$ cat config.mk
export PLATFORM = sky130hd
export DESIGN_NAME = decode_top
export DESIGN_NICKNAME = d
export VERILOG_FILES = /design/src/common/rv32_pkg.sv /design/src/rtl/decode_top.sv /design/src/rtl/inst_predecode.sv /design/src/decode/id_stage.sv /design/src/decode/control_decoder.sv /design/src/regfile/regfile.sv
export SDC_FILE = /design/constraint.sdc
export NUM_CORES = 2
export LEC_CHECK = 0
export BUFFER_PORTS_ARGS = -buffer_cell sky130_fd_sc_hd__buf_2
export CAP_MARGIN = 20
export CELL_PAD_IN_SITES_DETAIL_PLACEMENT = 1
export CELL_PAD_IN_SITES_GLOBAL_PLACEMENT = 2
export CORE_ASPECT_RATIO = 0.9
export CORE_MARGIN = 2
export CORE_UTILIZATION = 44
export CTS_CLUSTER_SIZE = 40
export DETAILED_ROUTE_END_ITERATION = 12
export HOLD_SLACK_MARGIN = 0.1
export PLACE_DENSITY_LB_ADDON = 0.1
export SYNTH_ARGS = -nofsm -noshare
export SYNTH_HDL_FRONTEND = slang
export SYNTH_SLANG_ARGS = --single-unit
export TNS_END_PERCENT = 10
$ cat constraint.sdc
create_clock -name clk -period 3.4 [get_ports clk]
set_clock_uncertainty 0.2 [all_clocks]
set_input_delay 0.68 -clock clk [delete_from_list [all_inputs] [get_ports clk]]
set_output_delay 0.68 -clock clk [all_outputs]
set_load 0.02 [all_outputs]
$ cat src/common/rv32_pkg.sv
`default_nettype none

package rv32_pkg;

    typedef logic [31:0] word_t;
    typedef logic [4:0]  reg_sel_t;
    typedef logic [63:0] order_t;
    typedef logic [6:0]  opcode_t;

    localparam opcode_t op_lui   = 7'b0110111;
    localparam opcode_t op_auipc = 7'b0010111;
    localparam opcode_t op_jal   = 7'b1101111;
    localparam opcode_t op_jalr  = 7'b1100111;
    localparam opcode_t op_br    = 7'b1100011;
    localparam opcode_t op_load  = 7'b0000011;
    localparam opcode_t op_store = 7'b0100011;
    localparam opcode_t op_imm   = 7'b0010011;
    localparam opcode_t op_reg   = 7'b0110011;

    // sra and sub sit in the slt/sltu funct3 slots
    typedef enum logic [2:0] {
        alu_add = 3'b000,
        alu_sll = 3'b001,
        alu_sra = 3'b010,
        alu_sub = 3'b011,
        alu_xor = 3'b100,
        alu_srl = 3'b101,
        alu_or  = 3'b110,
        alu_and = 3'b111
    } alu_ops_t;

    typedef enum logic [2:0] {
        cmp_beq  = 3'b000,
        cmp_bne  = 3'b001,
        cmp_blt  = 3'b100,
        cmp_bge  = 3'b101,
        cmp_bltu = 3'b110,
        cmp_bgeu = 3'b111
    } cmp_ops_t;

    typedef enum logic {alu_m1_rs1, alu_m1_pc} alu_m1_sel_t;
    typedef enum logic {alu_m2_rs2, alu_m2_imm} alu_m2_sel_t;
    typedef enum logic {cmp_m_rs2, cmp_m_i_imm} cmp_m_sel_t;

    typedef enum logic [2:0] {
        regf_m_alu_out,
        regf_m_br_en,
        regf_m_u_imm,
        regf_m_pc_plus4,
        regf_m_mem_data
    } regf_m_sel_t;

    typedef struct packed {
        alu_m1_sel_t alu_m1_sel;
        alu_m2_sel_t alu_m2_sel;
        alu_ops_t    alu_ops;
        cmp_m_sel_t  cmp_m_sel;
        cmp_ops_t    cmp_ops;
    } ex_signal_t;

    typedef struct packed {
        logic       MemRead;
        logic       MemWrite;
        logic [2:0] load_ops;  // funct3 of the load
        logic [2:0] store_ops;
    } mem_signal_t;

    typedef struct packed {
        regf_m_sel_t regf_m_sel;
        logic        regf_we;
    } wb_signal_t;

    typedef struct packed {
        logic       valid;
        word_t      inst;
        word_t      pc;
        order_t     order;
        logic [2:0] funct3;
        logic [6:0] funct7;
        opcode_t    opcode;
        word_t      i_imm;
        word_t      s_imm;
        word_t      b_imm;
        word_t      u_imm;
        word_t      j_imm;
        reg_sel_t   rs1_s;
        reg_sel_t   rs2_s;
        reg_sel_t   rd_s;
    } if_id_stage_reg_t;

    typedef struct packed {
        logic        valid;
        logic        illegal;
        logic        is_stall;
        word_t       inst;
        word_t       pc;
        order_t      order;
        ex_signal_t  ex_signal;
        mem_signal_t mem_signal;
        wb_signal_t  wb_signal;
        word_t       i_imm;
        word_t       s_imm;
        word_t       b_imm;
        word_t       u_imm;
        word_t       j_imm;
        word_t       rs1_v;
        word_t       rs2_v;
        reg_sel_t    rs1_s;
        reg_sel_t    rs2_s;
        reg_sel_t    rd_s;
    } id_ex_stage_reg_t;

endpackage

`default_nettype wire
$ cat src/rtl/decode_top.sv
`timescale 1ns/100ps
`default_nettype none

module decode_top #(
    parameter rv32_pkg::order_t ORDER_INIT = 64'd0
) (
    input  logic                       clk,
    input  logic                       arst_n,
    input  logic                       fetch_valid,
    input  rv32_pkg::word_t            fetch_pc,
    input  rv32_pkg::word_t            fetch_inst,
    input  logic                       wb_regf_we,
    input  rv32_pkg::reg_sel_t         wb_rd_s,
    input  rv32_pkg::word_t            wb_rd_v,
    output rv32_pkg::id_ex_stage_reg_t id_ex_stage_reg
);

    import rv32_pkg::*;

    if_id_stage_reg_t if_id_stage_reg;

    inst_predecode #(
        .ORDER_INIT (ORDER_INIT)
    ) u_inst_predecode (
        .clk             (clk),
        .arst_n          (arst_n),
        .fetch_valid     (fetch_valid),
        .fetch_pc        (fetch_pc),
        .fetch_inst      (fetch_inst),
        .if_id_stage_reg (if_id_stage_reg)
    );

    id_stage u_id_stage (
        .clk             (clk),
        .arst_n          (arst_n),
        .if_id_stage_reg (if_id_stage_reg),
        .wb_rd_s         (wb_rd_s),
        .wb_rd_v         (wb_rd_v),
        .wb_regf_we      (wb_regf_we),
        .id_ex_stage_reg (id_ex_stage_reg)
    );

endmodule

`default_nettype wire

$ cat src/rtl/inst_predecode.sv
`timescale 1ns/100ps
`default_nettype none

module inst_predecode #(
    parameter rv32_pkg::order_t ORDER_INIT = 64'd0
) (
    input  logic                       clk,
    input  logic                       arst_n,
    input  logic                       fetch_valid,
    input  rv32_pkg::word_t            fetch_pc,
    input  rv32_pkg::word_t            fetch_inst,
    output rv32_pkg::if_id_stage_reg_t if_id_stage_reg
);

    import rv32_pkg::*;

    order_t           order_cnt;  // order of the next valid fetch
    if_id_stage_reg_t fetch_dec;

    always_comb begin
        fetch_dec.valid  = 1'b1;
        fetch_dec.inst   = fetch_inst;
        fetch_dec.pc     = fetch_pc;
        fetch_dec.order  = order_cnt;
        fetch_dec.opcode = fetch_inst[6:0];
        fetch_dec.funct3 = fetch_inst[14:12];
        fetch_dec.funct7 = fetch_inst[31:25];
        fetch_dec.rd_s   = fetch_inst[11:7];
        fetch_dec.rs1_s  = fetch_inst[19:15];
        fetch_dec.rs2_s  = fetch_inst[24:20];
        fetch_dec.i_imm  = {{21{fetch_inst[31]}}, fetch_inst[30:20]};
        fetch_dec.s_imm  = {{21{fetch_inst[31]}}, fetch_inst[30:25], fetch_inst[11:7]};
        fetch_dec.b_imm  = {{20{fetch_inst[31]}}, fetch_inst[7], fetch_inst[30:25],
                            fetch_inst[11:8], 1'b0};
        fetch_dec.u_imm  = {fetch_inst[31:12], 12'h000};
        fetch_dec.j_imm  = {{12{fetch_inst[31]}}, fetch_inst[19:12], fetch_inst[20],
                            fetch_inst[30:21], 1'b0};
    end

    always_ff @(posedge clk or negedge arst_n) begin
        if (!arst_n) begin
            if_id_stage_reg       <= '0;
            if_id_stage_reg.order <= ORDER_INIT;
            order_cnt             <= ORDER_INIT;
        end else if (fetch_valid) begin
            if_id_stage_reg <= fetch_dec;
            order_cnt       <= order_cnt + 64'd1;
        end else begin
            if_id_stage_reg.valid <= 1'b0;  // bubble, rest held
        end
    end

    order_mono: assert property (@(posedge clk) disable iff (!arst_n)
        if_id_stage_reg.order >= $past(if_id_stage_reg.order));

endmodule

`default_nettype wire

$ cat src/decode/id_stage.sv
`timescale 1ns/100ps
`default_nettype none

module id_stage (
    input  logic                       clk,
    input  logic                       arst_n,
    input  rv32_pkg::if_id_stage_reg_t if_id_stage_reg,
    input  rv32_pkg::reg_sel_t         wb_rd_s,
    input  rv32_pkg::word_t            wb_rd_v,
    input  logic                       wb_regf_we,
    output rv32_pkg::id_ex_stage_reg_t id_ex_stage_reg
);

    import rv32_pkg::*;

    word_t       rs1_v;
    word_t       rs2_v;
    ex_signal_t  ex_signal;
    mem_signal_t mem_signal;
    wb_signal_t  wb_signal;
    logic        illegal;

    regfile u_regfile (
        .clk     (clk),
        .arst_n  (arst_n),
        .regf_we (wb_regf_we),
        .rd_s    (wb_rd_s),
        .rd_v    (wb_rd_v),
        .rs1_s   (if_id_stage_reg.rs1_s),
        .rs2_s   (if_id_stage_reg.rs2_s),
        .rs1_v   (rs1_v),
        .rs2_v   (rs2_v)
    );

    control_decoder u_control_decoder (
        .valid      (if_id_stage_reg.valid),
        .opcode     (if_id_stage_reg.opcode),
        .funct3     (if_id_stage_reg.funct3),
        .funct7     (if_id_stage_reg.funct7),
        .ex_signal  (ex_signal),
        .mem_signal (mem_signal),
        .wb_signal  (wb_signal),
        .illegal    (illegal)
    );

    always_comb begin
        id_ex_stage_reg.valid      = if_id_stage_reg.valid;
        id_ex_stage_reg.illegal    = illegal;
        id_ex_stage_reg.is_stall   = 1'b0;  // no hazard unit yet
        id_ex_stage_reg.inst       = if_id_stage_reg.inst;
        id_ex_stage_reg.pc         = if_id_stage_reg.pc;
        id_ex_stage_reg.order      = if_id_stage_reg.order;
        id_ex_stage_reg.ex_signal  = ex_signal;
        id_ex_stage_reg.mem_signal = mem_signal;
        id_ex_stage_reg.wb_signal  = wb_signal;
        id_ex_stage_reg.i_imm      = if_id_stage_reg.i_imm;
        id_ex_stage_reg.s_imm      = if_id_stage_reg.s_imm;
        id_ex_stage_reg.b_imm      = if_id_stage_reg.b_imm;
        id_ex_stage_reg.u_imm      = if_id_stage_reg.u_imm;
        id_ex_stage_reg.j_imm      = if_id_stage_reg.j_imm;
        id_ex_stage_reg.rs1_v      = rs1_v;
        id_ex_stage_reg.rs2_v      = rs2_v;
        id_ex_stage_reg.rs1_s      = if_id_stage_reg.rs1_s;
        id_ex_stage_reg.rs2_s      = if_id_stage_reg.rs2_s;
        id_ex_stage_reg.rd_s       = if_id_stage_reg.rd_s;
    end

endmodule

`default_nettype wire

$ cat src/decode/control_decoder.sv
`timescale 1ns/100ps
`default_nettype none

module control_decoder (
    input  logic                  valid,
    input  rv32_pkg::opcode_t     opcode,
    input  logic [2:0]            funct3,
    input  logic [6:0]            funct7,
    output rv32_pkg::ex_signal_t  ex_signal,
    output rv32_pkg::mem_signal_t mem_signal,
    output rv32_pkg::wb_signal_t  wb_signal,
    output logic                  illegal
);

    import rv32_pkg::*;

    logic bad_op;

    always_comb begin
        ex_signal.alu_m1_sel = alu_m1_rs1;
        ex_signal.alu_m2_sel = alu_m2_rs2;
        ex_signal.alu_ops    = alu_add;
        ex_signal.cmp_m_sel  = cmp_m_rs2;
        ex_signal.cmp_ops    = cmp_beq;

        mem_signal.MemRead   = 1'b0;
        mem_signal.MemWrite  = 1'b0;
        mem_signal.load_ops  = 3'b000;
        mem_signal.store_ops = 3'b000;

        wb_signal.regf_m_sel = regf_m_alu_out;
        wb_signal.regf_we    = 1'b0;

        bad_op = 1'b0;

        case (opcode)
            op_lui: begin
                wb_signal.regf_m_sel = regf_m_u_imm;
                wb_signal.regf_we    = 1'b1;
            end
            op_auipc: begin
                ex_signal.alu_m1_sel = alu_m1_pc;
                ex_signal.alu_m2_sel = alu_m2_imm;
                wb_signal.regf_we    = 1'b1;
            end
            op_jal, op_jalr: begin
                wb_signal.regf_m_sel = regf_m_pc_plus4;  // link value
                wb_signal.regf_we    = 1'b1;
            end
            op_br: begin
                ex_signal.cmp_ops = cmp_ops_t'(funct3);
            end
            op_load: begin
                mem_signal.MemRead   = 1'b1;
                mem_signal.load_ops  = funct3;
                ex_signal.alu_m2_sel = alu_m2_imm;  // address
                wb_signal.regf_m_sel = regf_m_mem_data;
                wb_signal.regf_we    = 1'b1;
            end
            op_store: begin
                mem_signal.MemWrite  = 1'b1;
                mem_signal.store_ops = funct3;
                ex_signal.alu_m2_sel = alu_m2_imm;
            end
            op_imm, op_reg: begin
                wb_signal.regf_we = 1'b1;
                if (opcode == op_imm) begin
                    ex_signal.alu_m2_sel = alu_m2_imm;
                    ex_signal.cmp_m_sel  = cmp_m_i_imm;
                end else if (funct7 != 7'h00 && funct7 != 7'h20) begin
                    bad_op = 1'b1;
                end
                case (funct3)
                    3'b010: begin
                        ex_signal.cmp_ops    = cmp_blt;  // slt
                        wb_signal.regf_m_sel = regf_m_br_en;
                    end
                    3'b011: begin
                        ex_signal.cmp_ops    = cmp_bltu;  // sltu
                        wb_signal.regf_m_sel = regf_m_br_en;
                    end
                    3'b000: begin
                        if (opcode == op_reg && funct7[5]) begin
                            ex_signal.alu_ops = alu_sub;
                        end else begin
                            ex_signal.alu_ops = alu_add;  // no subi
                        end
                    end
                    3'b101: begin
                        ex_signal.alu_ops = funct7[5] ? alu_sra : alu_srl;
                    end
                    default: begin
                        ex_signal.alu_ops = alu_ops_t'(funct3);
                    end
                endcase
            end
            default: begin
                bad_op = 1'b1;  // system, fence and unknown
            end
        endcase

        if (!valid || bad_op) begin
            wb_signal.regf_we   = 1'b0;
            mem_signal.MemRead  = 1'b0;
            mem_signal.MemWrite = 1'b0;
        end

        illegal = valid && bad_op;
    end

    mem_excl: assert final (!(mem_signal.MemRead && mem_signal.MemWrite));

endmodule

`default_nettype wire

$ cat src/regfile/regfile.sv
`timescale 1ns/100ps
`default_nettype none

module regfile (
    input  logic               clk,
    input  logic               arst_n,
    input  logic               regf_we,
    input  rv32_pkg::reg_sel_t rd_s,
    input  rv32_pkg::word_t    rd_v,
    input  rv32_pkg::reg_sel_t rs1_s,
    input  rv32_pkg::reg_sel_t rs2_s,
    output rv32_pkg::word_t    rs1_v,
    output rv32_pkg::word_t    rs2_v
);

    import rv32_pkg::*;

    word_t regs [1:31];  // x0 is not stored

    function automatic word_t read_port(reg_sel_t sel);
        word_t val;
        if (sel == 5'd0) begin
            val = '0;
        end else if (regf_we && rd_s == sel) begin
            val = rd_v;  // same-cycle write-back
        end else begin
            val = regs[sel];
        end
        return val;
    endfunction

    always_ff @(posedge clk or negedge arst_n) begin
        if (!arst_n) begin
            for (int i = 1; i < 32; i++) begin
                regs[i] <= '0;
            end
        end else if (regf_we && rd_s != 5'd0) begin
            regs[rd_s] <= rd_v;
        end
    end

    always_comb begin
        rs1_v = read_port(rs1_s);
        rs2_v = read_port(rs2_s);
    end

    we_known: assert property (@(posedge clk) disable iff (!arst_n)
        !$isunknown(regf_we));

endmodule

`default_nettype wire

* After elaboration in Yosys (flattened, before gate mapping)
Index checks and enable logic that the tools add are counted.
Widths: inputs -> output; s select.
** Cells by class
- $lt $le $gt $ge :: 4
- Bitwise logic cells :: 3
- Equality and inequality tests :: 15
- Reduce and logical (&&, ||, !) cells :: 20
- Multiplexer cells :: 35
- Add/subtract/negate cells :: 1
** Operators with widths (count)
- $bwmux 992 :: 1
- $bmux 32 s5 :: 2
- $mux 32 :: 9
- $demux 32 s5 :: 1
- $add 64x1->64 const B :: 1
- $eq 7x6->1 const B :: 3
- $eq 7x7->1 const B :: 3
- $ge 6x6->1 const B :: 3
- $not 5->6 :: 3
- $eq 7x5->1 const B :: 2
- $reduce_or 7->1 :: 2
- $pmux 3 s2 :: 2
- $pmux 3 s4 :: 1
- $eq 5x5->1 :: 2
- $logic_not 5->1 :: 2
- $mux 1 :: 10
- $mux 3 :: 3
- $pmux 3 s3 :: 1
- $eq 7x2->1 const B :: 1
- $logic_and 1x1->1 :: 7
- $ne 7x6->1 const B :: 1
- $reduce_bool 7->1 :: 1
- $eq 3x2->1 const B :: 2
- $lt 6x1->1 const B :: 1
- other kinds (10) :: 14
** Storage, ports and cells
- Output and inout port bits :: 391
- Register bits :: 1293
- Input port bits :: 105
- Word-level logic and storage cells :: 125

* Depth between registers and ports, before layout
- Depth after elaboration :: 7
- Gate-level depth with buffers :: 10
- Mapped depth without buffers :: 6

* By module
A second synthesis with hierarchy kept.
** Unflattened totals
- Cells, all modules :: 4843
- Area total of the unflattened synthesis :: 66196.0 um2
** Modules (own cells, without submodules)
- regfile :: times used 1, area an instance 54139.4 um2, sequential area each 24823.8 um2, cells each 3731
- inst_predecode :: times used 1, area an instance 9323.9 um2, sequential area each 4829.6 um2, cells each 738
- id_stage :: times used 1, area an instance 2301.0 um2, sequential area each 0.0 um2, cells each 307
- control_decoder :: times used 1, area an instance 431.7 um2, sequential area each 0.0 um2, cells each 67

* Least setup slack after synthesis
No wires, ideal clock.
- Path kind :: reg2out
- Start :: reg u_inst_predecode.if_id_stage_reg[91] (netlist name)
- End :: out id_ex_stage_reg[249] in the netlist's numbering
- Arrival time :: 2.494 ns
- Setup slack :: 0.026 ns
- Path buffers :: 0
- Cell stages (with the launch flop) :: 6
- Data required time :: 2.520 ns
- Path through :: dfrtp_1 > nor4_1 > nand2_1 > a31oi_1 > o211ai_1 > nor4_1
** RTL lines
- end: declaration :: line decode_top.sv:15 : output rv32_pkg::id_ex_stage_reg_t id_ex_stage_reg

==> reports/metrics.yaml <==
run_status:
  status: "finished with violations"
  violations: "setup timing"
logic_synthesis:
  yosysMostFrequentCell: "dfrtp_1"
  avgSynthCellArea_sq_um: 14.1
  yosysSeqAreaShare: 0.467
  yosys.area.top_type: "dfrtp_1"
  synthArstFlopShare: 1.00
  synth_seq_cells: 1185
  ys_warn_count: 0
  synth.top_cell.area_share: 0.467
  syn_inst: 4505
  synth_edf_count: 0
  synth.distinct_cells: 70
  synth_commonest_cells: "dfrtp_1, mux2_2, mux4_2"
  synthTopCellsByArea: "dfrtp_1, mux2_2, mux4_2, mux2i_1, buf_4"
  netlist_area_sq_um: 63500
  ys.flop_type: "dfrtp_1"
global_routing:
  antenna_found_initial: 9
  grt.busiest_layer: "met2"
  overflow: 0
  use_met2: 0.501
  grt_pass1_vias: 46290
  grt_max_degree: 140
  grt_use_total: 0.312
  grt_pass1_wl_mm: 335
  grt_use_met3: 0.0494
  use_met1: 0.436
sta:
  setup-violations-final: 65
  setup_ws_ps: -691
  grt_setup_unrepaired: "true"
  fin_crit_ps: 4090
  max_freq_mhz: 244
  drv_slew: 0
  slew_headroom: 0.496
  period_share: 1.20
  finalHoldViolCount: 0
  tightest_slew_ps: 756
setup_path:
  setup.worst_path.end_class: "primary output"
  rr_endpoint: "u_inst_predecode.order_cnt[63]"
  crit_required_ps: 2520
  worstSetupStartpointType: "register"
  crit_path_max_fanout: 8
  reg2reg_slack_ps: 990
  cp-startpoint: "u_inst_predecode.if_id_stage_reg[11]"
  critical_path_class: "register to primary output"
  worstReg2RegStart: "u_inst_predecode.order_cnt[25]"
  worstPathArrival_ps: 3210
  rr_worst_depth: 5
drt:
  routed_via_density: 6.18
  drc: 0
  dr.first_iter.drc_count: 3203
  ant_nets: 0
  routed_wl_mm: 230
  dr_total_vias: 43658
  drt-pass1-iter-count: 7
  wl_per_cell_um: 32.6
cts:
  insertion_delay_ps: 780
  clk_pin_slew_worst_paths_ps: 60
  ctsHtreeMaxLevel: 4
  clockRootBuffer: "clkbuf_16"
  cts.path.max_buffers: 3
  cts_inserted_buffers: 137
  cts.sinks: 1185
  cts_tree: "yes"
place:
  hpwlAfterDp_mm: 146
  place_area_sq_um: 69500
  port_buffers: 480
  place.gp.congestion: 0.846
  place_inst: 6675
power:
  max-vdd-ir-drop_mv: 0.599
  p_sw_uw: 13900
  sw_frac_of_total: 0.304
  pwr-share-comb: 0.260
  pwr-share-seq: 0.408
  p_leak_uw: 0.0346
  power_density_nw_per_um2: 593
  p_clk_frac: 0.332
  intPower_uw: 31900
floorplanning:
  initial_utilization: 0.442
  die_y_um: 364
  die_w_um: 405
  io_pins: 496
  die_area_sq_um: 147000
  core_sq_um: 144000
  fp-row-count: 132
cells_and_area:
  fin_nets: 5182
  final_cell_count_no_fill: 7062
  fillCellCount: 13911
  area_growth_pct: 21.5
  final_area_sq_um: 77200
  largest_reg_flops: 992
  drive_gt1_frac: 0.566
min_path:
  min_path_type: "input port to register"
  min_from: "wb_rd_v[7]"
  whs_endpoint: "u_id_stage.u_regfile.regs[423]"
  hold_depth: 2
job:
  max-cap-violations: 0
-- how the worst max path moves through the flow --
| stage | cells past startpoint | end | slack, ps |
|---|---|---|---|
| floorplan | 5 | id_ex_stage_reg[249] | 30 |
| global placement | 9 | id_ex_stage_reg[74] | -430 |
| global route | 11 | id_ex_stage_reg[67] | -820 |
| detailed placement | 9 | id_ex_stage_reg[16] | -430 |
| CTS | 10 | id_ex_stage_reg[55] | -740 |
| finish | 11 | id_ex_stage_reg[56] | -690 |
-- through the flow --
stage / TNS (ps) / util / total power, uW / hold WS (ps) / worst slack, ps
finish: -37790 / 0.537 / 45800 / 155 / -691
detailed placement: -3840 / 0.483 / 29800 / 280 / -435
global route: -44860 / 0.537 / 47700 / 127 / -822
CTS: -40100 / 0.533 / 45800 / 104 / -741
global placement: -3330 / 0.483 / 29400 / 279 / -431
floorplan: 0 / - / 25900 / 184 / 26.3
-- critical path, cell delays in order (launching register included) --
cell     delay [ps]
dfrtp_4         480
buf_12          160
buf_12          170
buf_12          140
buf_16          130
mux4_2          500
mux2i_1         170
o22ai_1         110
nor3_2          160
nor3_1           80
buf_4           160
buf_6           130
-- logic make-up after synthesis --
logic type                 count (synthesis)  share of synthesized area
muxes                                   1852                      0.396
DFF                                     1185                      0.467
buffers and inverters                    620                     0.0562
and+or+nand+nor                          464                     0.0362
AOI/OAI and AO/OA                        309                     0.0340
xor gates and xnor gates                  73                     0.0102
adders and majority gates                  1                   0.000197
other                                      1                  0.0000590
-- power groups by stage --
stage / sequential (uW) / combinational (uW) / clock [uW]
6_report: 18700 / 11900 / 15200
5_1_grt: 19000 / 12700 / 16100
4_1_cts: 18600 / 11700 / 15500
3_5_place_dp: 18800 / 11000 / 0
3_3_place_gp: 18600 / 10700 / 0
2_1_floorplan: 18100 / 7790 / 0
-- cell type report --
class                      instances  area [sq um]  share of cell area
tap                             1876          2350              0.0304
antenna                            3          7.51           0.0000973
multi-input combinational       2714         31600               0.409
timing repair buffer            1024          8930               0.116
sequential                      1185         29700               0.385
clock inverter                    51           623             0.00807
clock buffer                     195          3950              0.0512
inverter                          14          53.8            0.000697
-- per-layer routing --
layer	wire length (um)	vias up
li1	-	18007
met1	101000	23909
met2	109000	1348
met3	12700	386
met4	7600	8
met5	68	-
-- placed cells by master, fill, tap and decap left out, types with 29 or more instances in the layout --
| cell type | instances |
|---|---|
| mux2i_1 | 256 |
| a221oi_2 | 36 |
| clkbuf_16 | 140 |
| buf_6 | 44 |
| buf_12 | 108 |
| xnor2_1 | 45 |
| mux2_2 | 1115 |
| clkbuf_1 | 29 |
| o21ai_0 | 37 |
| buf_4 | 312 |
| nor3_1 | 53 |
| mux4_2 | 415 |
| nand2_1 | 119 |
| buf_2 | 452 |
| dlygate4sd3_1 | 69 |
| nor2_1 | 78 |
| mux2_1 | 39 |
| dfrtp_1 | 1173 |
| o22ai_1 | 88 |
-- timing repair --
item | in CTS | in global routing
resized for setup | 249 | 85
hold endpoints to repair | 182 | 0
endpoints found under the setup margin | 74 | 70
pin swaps | 40 | 17
gates cloned | 13 | 2
buffers inserted | 42 | 19
hold buffers | 69 | 0
Note: power is estimated with default switching activity, not from simulation.
